**src/qsnd_pkg.sv**
```systemverilog
/*
  Shared types and constants for the QSound audio output path.
  Samples are two's complement, sent MSB first on the serial link.
  Attenuation is an arithmetic shift, so each step is about 6 dB.
  CREDITS must match the depth of the downstream sample buffer.
*/
`default_nettype none

package qsnd_pkg;

    localparam int WORD_BITS = 16;  // bits per channel word
    localparam int ATTEN_MAX = 7;   // deepest attenuation step
    localparam int CREDITS   = 4;   // downstream buffer slots

    // room for WORD_BITS plus one overflow state
    localparam int BIT_CNT_W = $clog2(WORD_BITS + 2);

    typedef logic signed [WORD_BITS-1:0] sample_t;
    typedef logic [2:0]                  atten_t;   // 0 is full volume
    typedef logic [15:0]                 cnt_t;     // saturating event count
    typedef logic [2:0]                  credit_t;
    typedef logic [BIT_CNT_W-1:0]        bit_cnt_t;

    // edge strobes from the serial front end, all one clk wide
    typedef struct packed {
        logic ock_fall;
        logic bit_val;     // sdo taken with ock_fall
        logic psel_rise;
        logic psel_fall;
        logic psel_lvl;
    } serial_strobe_t;

    typedef struct packed {
        sample_t data;
        logic    ok;       // exactly WORD_BITS bits were seen
    } chan_word_t;

    typedef struct packed {
        sample_t left;
        sample_t right;
    } frame_t;

endpackage

`default_nettype wire
```
**src/qsnd_audio_out.sv**
```systemverilog
/*
  Audio output path top level.
  Serial pins in, stereo frames out under credit flow control.
  frame_valid rises 5 clk cycles after psel rises at the pins.
  Pins must hold each level for at least 4 clk cycles.
*/
`timescale 1ns/1ps
`default_nettype none

module qsnd_audio_out (
    input  logic             clk,
    input  logic             rst,
    input  logic             ock,
    input  logic             sdo,
    input  logic             psel,
    input  logic             vol_up,
    input  logic             vol_down,
    input  logic             credit_return,
    output qsnd_pkg::frame_t frame,
    output logic             frame_valid,
    output qsnd_pkg::atten_t atten,
    output qsnd_pkg::cnt_t   drop_count,
    output qsnd_pkg::cnt_t   err_count
);
    import qsnd_pkg::*;

    serial_strobe_t strobe;
    chan_word_t     left_word;
    chan_word_t     right_word;
    logic           left_valid;
    logic           right_valid;

    qsnd_serial_front u_front (
        .clk    (clk),
        .rst    (rst),
        .ock    (ock),
        .sdo    (sdo),
        .psel   (psel),
        .strobe (strobe)
    );

    qsnd_chan_deser #(.CHAN_SEL(1'b0)) u_left (
        .clk        (clk),
        .rst        (rst),
        .strobe     (strobe),
        .word       (left_word),
        .word_valid (left_valid)
    );

    qsnd_chan_deser #(.CHAN_SEL(1'b1)) u_right (
        .clk        (clk),
        .rst        (rst),
        .strobe     (strobe),
        .word       (right_word),
        .word_valid (right_valid)
    );

    qsnd_frame_assembler u_asm (
        .clk           (clk),
        .rst           (rst),
        .left_word     (left_word),
        .right_word    (right_word),
        .left_valid    (left_valid),
        .right_valid   (right_valid),
        .vol_up        (vol_up),
        .vol_down      (vol_down),
        .credit_return (credit_return),
        .frame         (frame),
        .frame_valid   (frame_valid),
        .atten         (atten),
        .drop_count    (drop_count),
        .err_count     (err_count)
    );

endmodule

`default_nettype wire

```
**src/qsnd_frame_assembler.sv**
```systemverilog
/*
  Frame assembler with volume and credit-based output.
  A frame is formed on each left word, with the right word received
  since the previous frame. Malformed or unpaired frames are counted
  in err_count, frames that find no credit are counted in drop_count.
  The DSP is never stalled. vol_up lowers the attenuation, vol_down
  raises it; both are levels synchronous to clk.
  credit_return must never exceed the frames delivered.
*/
`timescale 1ns/1ps
`default_nettype none

module qsnd_frame_assembler (
    input  logic                 clk,
    input  logic                 rst,
    input  qsnd_pkg::chan_word_t left_word,
    input  qsnd_pkg::chan_word_t right_word,
    input  logic                 left_valid,
    input  logic                 right_valid,
    input  logic                 vol_up,
    input  logic                 vol_down,
    input  logic                 credit_return,
    output qsnd_pkg::frame_t     frame,
    output logic                 frame_valid,
    output qsnd_pkg::atten_t     atten,
    output qsnd_pkg::cnt_t       drop_count,
    output qsnd_pkg::cnt_t       err_count
);
    import qsnd_pkg::*;

    chan_word_t right_q;      // latest right word
    logic       right_pend;   // right word seen since last frame
    credit_t    credits;
    logic       vol_up_d;
    logic       vol_down_d;
    logic       up_edge;
    logic       down_edge;
    logic       bad_frame;
    logic       send;
    logic       drop;

    assign up_edge   = vol_up & ~vol_up_d;
    assign down_edge = vol_down & ~vol_down_d;

    assign bad_frame = !left_word.ok || !right_pend || !right_q.ok;
    assign send      = left_valid && !bad_frame && (credits != '0);
    assign drop      = left_valid && !bad_frame && (credits == '0);

    always_ff @(posedge clk) begin
        if (right_valid) begin
            right_q <= right_word;
        end
    end

    always_ff @(posedge clk or posedge rst) begin
        if (rst) begin
            right_pend <= 1'b0;
        end else if (right_valid) begin
            right_pend <= 1'b1;
        end else if (left_valid) begin
            right_pend <= 1'b0;   // consumed, even when discarded
        end
    end

    // volume steps, both edges together cancel
    always_ff @(posedge clk or posedge rst) begin
        if (rst) begin
            vol_up_d   <= 1'b0;
            vol_down_d <= 1'b0;
            atten      <= '0;
        end else begin
            vol_up_d   <= vol_up;
            vol_down_d <= vol_down;
            if (up_edge && !down_edge && atten != '0) begin
                atten <= atten - 1'b1;
            end else if (down_edge && !up_edge && atten != atten_t'(ATTEN_MAX)) begin
                atten <= atten + 1'b1;
            end
        end
    end

    always_ff @(posedge clk or posedge rst) begin
        if (rst) begin
            credits     <= credit_t'(CREDITS);
            frame_valid <= 1'b0;
            drop_count  <= '0;
            err_count   <= '0;
        end else begin
            frame_valid <= send;
            if (send && !credit_return) begin
                credits <= credits - 1'b1;
            end else if (credit_return && !send) begin
                credits <= credits + 1'b1;
            end
            if (drop && drop_count != '1) begin
                drop_count <= drop_count + 1'b1;
            end
            if (left_valid && bad_frame && err_count != '1) begin
                err_count <= err_count + 1'b1;
            end
        end
    end

    // scaled samples, 6 dB per shift
    always_ff @(posedge clk) begin
        if (send) begin
            frame.left  <= $signed(left_word.data) >>> atten;
            frame.right <= $signed(right_q.data) >>> atten;
        end
    end

    a_send_with_credit: assert property (
        @(posedge clk) disable iff (rst)
        frame_valid |-> $past(credits) != '0
    ) else $error("frame sent with no credit");

    // consumer returned a slot it never received
    a_credit_bound: assert property (
        @(posedge clk) disable iff (rst)
        credit_return |-> credits < credit_t'(CREDITS)
    ) else $error("credit returned above CREDITS");

endmodule

`default_nettype wire

```
**src/qsnd_chan_deser.sv**
```systemverilog
/*
  Deserializer for one audio channel.
  CHAN_SEL is the psel level during which this channel takes bits:
  0 collects the left word, 1 the right word. The word is published
  one cycle after the psel edge that ends the channel. A word cut
  short by reset or by a glitch is still published, with ok low.
*/
`timescale 1ns/1ps
`default_nettype none

module qsnd_chan_deser #(
    parameter bit CHAN_SEL = 1'b0
) (
    input  logic                     clk,
    input  logic                     rst,
    input  qsnd_pkg::serial_strobe_t strobe,
    output qsnd_pkg::chan_word_t     word,
    output logic                     word_valid
);
    import qsnd_pkg::*;

    sample_t  shift_q;
    bit_cnt_t bit_cnt;
    logic     in_chan;
    logic     take_bit;
    logic     chan_end;

    assign in_chan  = (strobe.psel_lvl == CHAN_SEL);
    assign take_bit = in_chan & strobe.ock_fall;
    // left ends when psel goes high, right when it goes low
    assign chan_end = CHAN_SEL ? strobe.psel_fall : strobe.psel_rise;

    always_ff @(posedge clk or posedge rst) begin
        if (rst) begin
            bit_cnt    <= '0;
            word_valid <= 1'b0;
        end else begin
            word_valid <= chan_end;
            if (chan_end) begin
                bit_cnt <= '0;
            end else if (take_bit && bit_cnt <= bit_cnt_t'(WORD_BITS)) begin
                bit_cnt <= bit_cnt + 1'b1;  // stops at WORD_BITS+1
            end
        end
    end

    // shift register, MSB arrives first
    always_ff @(posedge clk) begin
        if (take_bit) begin
            shift_q <= {shift_q[WORD_BITS-2:0], strobe.bit_val};
        end
    end

    always_ff @(posedge clk) begin
        if (chan_end) begin
            word.data <= shift_q;
            word.ok   <= (bit_cnt == bit_cnt_t'(WORD_BITS));
        end
    end

    // psel edges are at least 4 cycles apart, so a publish is one pulse
    a_single_pulse: assert property (
        @(posedge clk) disable iff (rst)
        word_valid |=> !word_valid
    ) else $error("word_valid held high for two cycles");

endmodule

`default_nettype wire

```
**src/qsnd_serial_front.sv**
```systemverilog
/*
  Serial front end for the DSP audio pins.
  ock, sdo and psel are asynchronous to clk and must hold each level
  for at least 4 clk cycles. Every strobe lags its pin change by
  exactly 3 clk cycles. Edges are masked for the first cycles after
  reset, until the synchronizer holds real pin values.
*/
`timescale 1ns/1ps
`default_nettype none

module qsnd_serial_front (
    input  logic                     clk,
    input  logic                     rst,
    input  logic                     ock,
    input  logic                     sdo,
    input  logic                     psel,
    output qsnd_pkg::serial_strobe_t strobe
);
    import qsnd_pkg::*;

    logic ock_s1, ock_s2, ock_d;
    logic sdo_s1, sdo_s2;
    logic psel_s1, psel_s2, psel_d;
    logic [2:0] arm;  // fills with ones once the sync chain is valid

    always_ff @(posedge clk or posedge rst) begin
        if (rst) begin
            ock_s1  <= 1'b0;
            ock_s2  <= 1'b0;
            ock_d   <= 1'b0;
            sdo_s1  <= 1'b0;
            sdo_s2  <= 1'b0;
            psel_s1 <= 1'b0;
            psel_s2 <= 1'b0;
            psel_d  <= 1'b0;
            arm     <= '0;
            strobe  <= '0;
        end else begin
            // two-flop synchronizers
            ock_s1  <= ock;
            ock_s2  <= ock_s1;
            sdo_s1  <= sdo;
            sdo_s2  <= sdo_s1;
            psel_s1 <= psel;
            psel_s2 <= psel_s1;
            // previous synchronized values for edge compare
            ock_d   <= ock_s2;
            psel_d  <= psel_s2;
            arm     <= {arm[1:0], 1'b1};

            strobe.ock_fall  <= arm[2] & ock_d & ~ock_s2;
            strobe.bit_val   <= sdo_s2;                     // aligned with ock sample
            strobe.psel_rise <= arm[2] & ~psel_d & psel_s2;
            strobe.psel_fall <= arm[2] & psel_d & ~psel_s2;
            strobe.psel_lvl  <= psel_s2;
        end
    end

endmodule

`default_nettype wire

```
**config.mk**
```make
export PLATFORM = sky130hd
export DESIGN_NAME = qsnd_audio_out
export DESIGN_NICKNAME = d
export VERILOG_FILES = /design/src/qsnd_pkg.sv /design/src/qsnd_audio_out.sv /design/src/qsnd_frame_assembler.sv /design/src/qsnd_chan_deser.sv /design/src/qsnd_serial_front.sv
export SDC_FILE = /design/constraint.sdc
export NUM_CORES = 1
export LEC_CHECK = 0
export BUFFER_PORTS_ARGS = -buffer_cell sky130_fd_sc_hd__buf_2
export CAP_MARGIN = 0
export CORE_MARGIN = 8
export CORE_UTILIZATION = 40
export DETAILED_ROUTE_END_ITERATION = 12
export SLEW_MARGIN = 10
export SYNTH_ARGS = -nofsm -noshare
export SYNTH_HDL_FRONTEND = slang
export SYNTH_HIERARCHICAL = 1
export SYNTH_SLANG_ARGS = --single-unit
```
**constraint.sdc**
```tcl
create_clock -name clk -period 8.3 [get_ports clk]
set_clock_uncertainty 0.1 [all_clocks]
set_input_delay 0.415 -clock clk [delete_from_list [all_inputs] [get_ports clk]]
set_output_delay 0.415 -clock clk [all_outputs]
set_load 0.01 [all_outputs]
```
==> out/qor.txt <==
Die Ht: 154 microns
layout cells sized above 1: 0.214
EDFF count, synth: 115
startpoint class of the critical path: register
hold_buf cts: 5
I/O pin cnt: 76
placed insts: 860
Hold Violations, Final: 0
Bufs and invs on worst path: 1
cts bufs inserted: 17
Unique masters post-synth: 63
LEAKAGE: 3.59 nW
gp weighted congestion: 0.788
Initial DRT Pass Iterations: 4
layout net count: 667
hold crit path type: input pin to register
Max Cap Viol: 0
slew margin rel.: 0.383
chip width: 154 microns
Peak Freq: 409 MHz
post_cts resized: 0
Worst Tran Pin Value: 0.926 ns
syn nets: 581
PD cells: 282 nW/um^2
R2R cell count: 7
HPWL Detailed: 9.59 mm
gr usage total: 0.118
Ys Warns: 6
Hold EP: u_asm/vol_up_d
DR vias: 4,504
slowest CP cell: fa_1
wire length per cell: 15.2 microns
initial DRC count: 305
CTS sink count: 184
most used cell, CP: nor3_1
clock buffer depth: 2
Finished Layout Cells: 897
Antenna Nets Post-Route: 0
TritonCTS clock tree: done
Critical Path Max Stage Delay: 0.50 ns
minimum clock period: 2.45 ns
Reg2Reg Setup Slack: 5.85 ns
Cells after Synth: 564
Area Overhead vs Synth: 17.2%
Fin Setup TNS: 0 ns
antenna diode count: 0
Starting Density: 0.409
hold slack: 0.0340 ns
critical path class: register to register
Setup crit end kind: register
die area: 23,800 sq um
final worst slack: 5.85 ns
period utilisation layout: 0.295
Worst EP required: 8.54 ns
depth of the worst hold-timing path: 1
clk slew on worst S/H paths: 0.06 ns
CORE AREA: 18,700 sq um
DP Worst Slack: 5.87 ns
number of global-route vias before repair: 4,383
Post-synth ARST share: 0.375
Final Setup Violations: 0
post-CTS setup buffer count: 0
port bufs: 75
CP delay by family, top: simple AND/OR/NAND/NOR gates
final total power: 2.53 mW
Pins Over Slew Limit: 0
row count: 50
Reg-to-Reg Start: u_asm/atten[1]
clk root buf: clkbuf_16
H-Tree Depth: 4
Worst Hold Launch: vol_up
unrepaired setup endpoints after global routing: false
status: finished, final reports clean
VDD IR-drop max: 165 uV
Seq/Total Area, Yosys: 0.678
GR Overflow Total: 0
Post-route DRC: 0
Routed WL: 13.6 mm
ys flop type: edfxtp_1
Avg Inst Size Synth: 13.6 sq um
clock latency on the worst-skew pair: 0.43 ns
first-pass GRT wire length: 22.4 mm
reg2reg end: u_asm/atten[1]
#FFs+latches synth: 184
post-DR vias/cell: 5.02
WP data arrival: 2.68 ns
initial antenna violation count: 0
CP Max Fanout: 41
Mapped Area: 7640 sq um
largest net degree at the start of global routing: 43
CP cell instances: buf_4 > nor3_1 > or3_1 > fa_1 > a21oi_1 > o22ai_1 > nor3_1
## worst register-to-register path, cell delays in order, from the launching register on
cell	delay, ns
dfrtp_1	0.32
buf_4	0.41
nor3_1	0.18
or3_1	0.37
fa_1	0.50
a21oi_1	0.20
o22ai_1	0.12
nor3_1	0.18
## routing by layer
layer  part of all wire  routed length (microns)  global-route usage  vias up
met5                  0                        0                   0        -
met4              0.015                      201              0.0509        0
met3              0.042                      570              0.0337       20
met2               0.47                     6430               0.178       93
met1               0.47                     6430               0.155     2159
li1                   -                        -                   -     2232
## cell usage after synthesis (all sizes together), types with 5 or more instances
cell / count / area share
edfxtp: 115 / 0.45
xnor2: 20 / 0.023
a21oi: 27 / 0.018
mux2: 13 / 0.019
nand4: 10 / 0.0082
clkbuf: 9 / 0.0044
inv: 19 / 0.0093
nand2: 62 / 0.030
nand3: 23 / 0.015
buf: 9 / 0.0056
ha: 7 / 0.011
nor3: 10 / 0.0092
or3: 5 / 0.0041
o21ai: 29 / 0.019
xor2: 11 / 0.013
mux2i: 28 / 0.037
nand2b: 7 / 0.0057
and3: 5 / 0.0041
dfrtp: 68 / 0.22
nor2: 24 / 0.012
## final cells by class
type,count,area [sq um]
Clock buffer,20,437
Clock inverter,12,199
Fill cell,1649,9740
Inverter,20,75.1
Multi-Input combinational cell,342,2310
Sequential cell,184,5180
Tap cell,234,293
Timing Repair Buffer,85,463
## cell families (layout without fill, tap and decap cells)
group	Yosys count	after routing	synth area share
xor+xnor	31	31	0.0355
compound gates	84	84	0.0694
other cells	1	1	0.000491
mux	41	41	0.0558
buf+inv	38	137	0.0198
flops	184	184	0.678
fa+ha+maj	9	9	0.0167
simple gates	176	176	0.124
## placed cells by master, fill, tap and decap left out, types with 3 or more instances in the layout
cell type,synthesis,routed
dfrtp_1,68,68
inv_1,19,18
clkbuf_1,9,3
and3b_1,3,3
mux2i_1,28,28
xor2_1,11,11
or3_1,5,5
nor2b_1,4,4
nand2_1,62,62
a31oi_1,3,3
clkbuf_16,0,17
bufinv_16,0,5
nand3_1,23,23
edfxtp_1,115,115
nand3b_1,4,4
nand2b_1,7,7
and3_1,5,5
nor2_1,24,23
a21oi_1,27,27
dlygate4sd3_1,0,5
nor3_1,6,6
xnor2_1,20,20
o211ai_1,4,4
nor3_2,4,4
buf_4,1,5
nand4b_1,3,3
mux2_2,12,12
o21ai_0,27,27
ha_1,7,7
clkinv_2,0,3
buf_2,4,75
nand4_1,10,10
## report_power, final
| part | internal [mW] | switching, mW |
|---|---|---|
| logic | 0.224 | 0.333 |
| clock network | 0.534 | 0.325 |
| registers | 1.06 | 0.0514 |
## registers in the layout, indices dropped and copies added, names as in the netlist, 3 cells and up
register          cells
u_asm/frame          32
u_asm/right_q        17
u_left/word          17
u_right/word         17
u_asm/drop_count     16
u_asm/err_count      16
u_left/shift_q       16
u_right/shift_q      16
u_left/bit_cnt        5
u_right/bit_cnt       5
u_front/strobe        4
u_asm/atten           3
u_asm/credits         3
u_front/arm           3
## worst max path at each step
stage	start	to	slack, ns	cells past startpoint
after global placement	u_asm/atten[1]	u_asm/atten[2]	6.01	7
after CTS	u_asm/atten[1]	u_asm/atten[1]	5.87	7
after detailed placement	u_asm/atten[1]	u_asm/atten[2]	5.87	7
after global routing	u_asm/atten[1]	u_asm/atten[2]	5.71	7
after floorplan	u_asm/credits[2]	u_asm/credits[2]	4.91	8
final	u_asm/atten[1]	u_asm/atten[1]	5.85	7
## stage by stage
| stage | util | instance area (sq um) |
|---|---|---|
| final | 0.479 | 8960 |
| after global routing | 0.479 | 8960 |
| after CTS | 0.479 | 8960 |
| after detailed placement | 0.442 | 8280 |
| after global placement | 0.442 | 8280 |
| after floorplan | - | 7640 |
(Power assumes the default switching activity.)
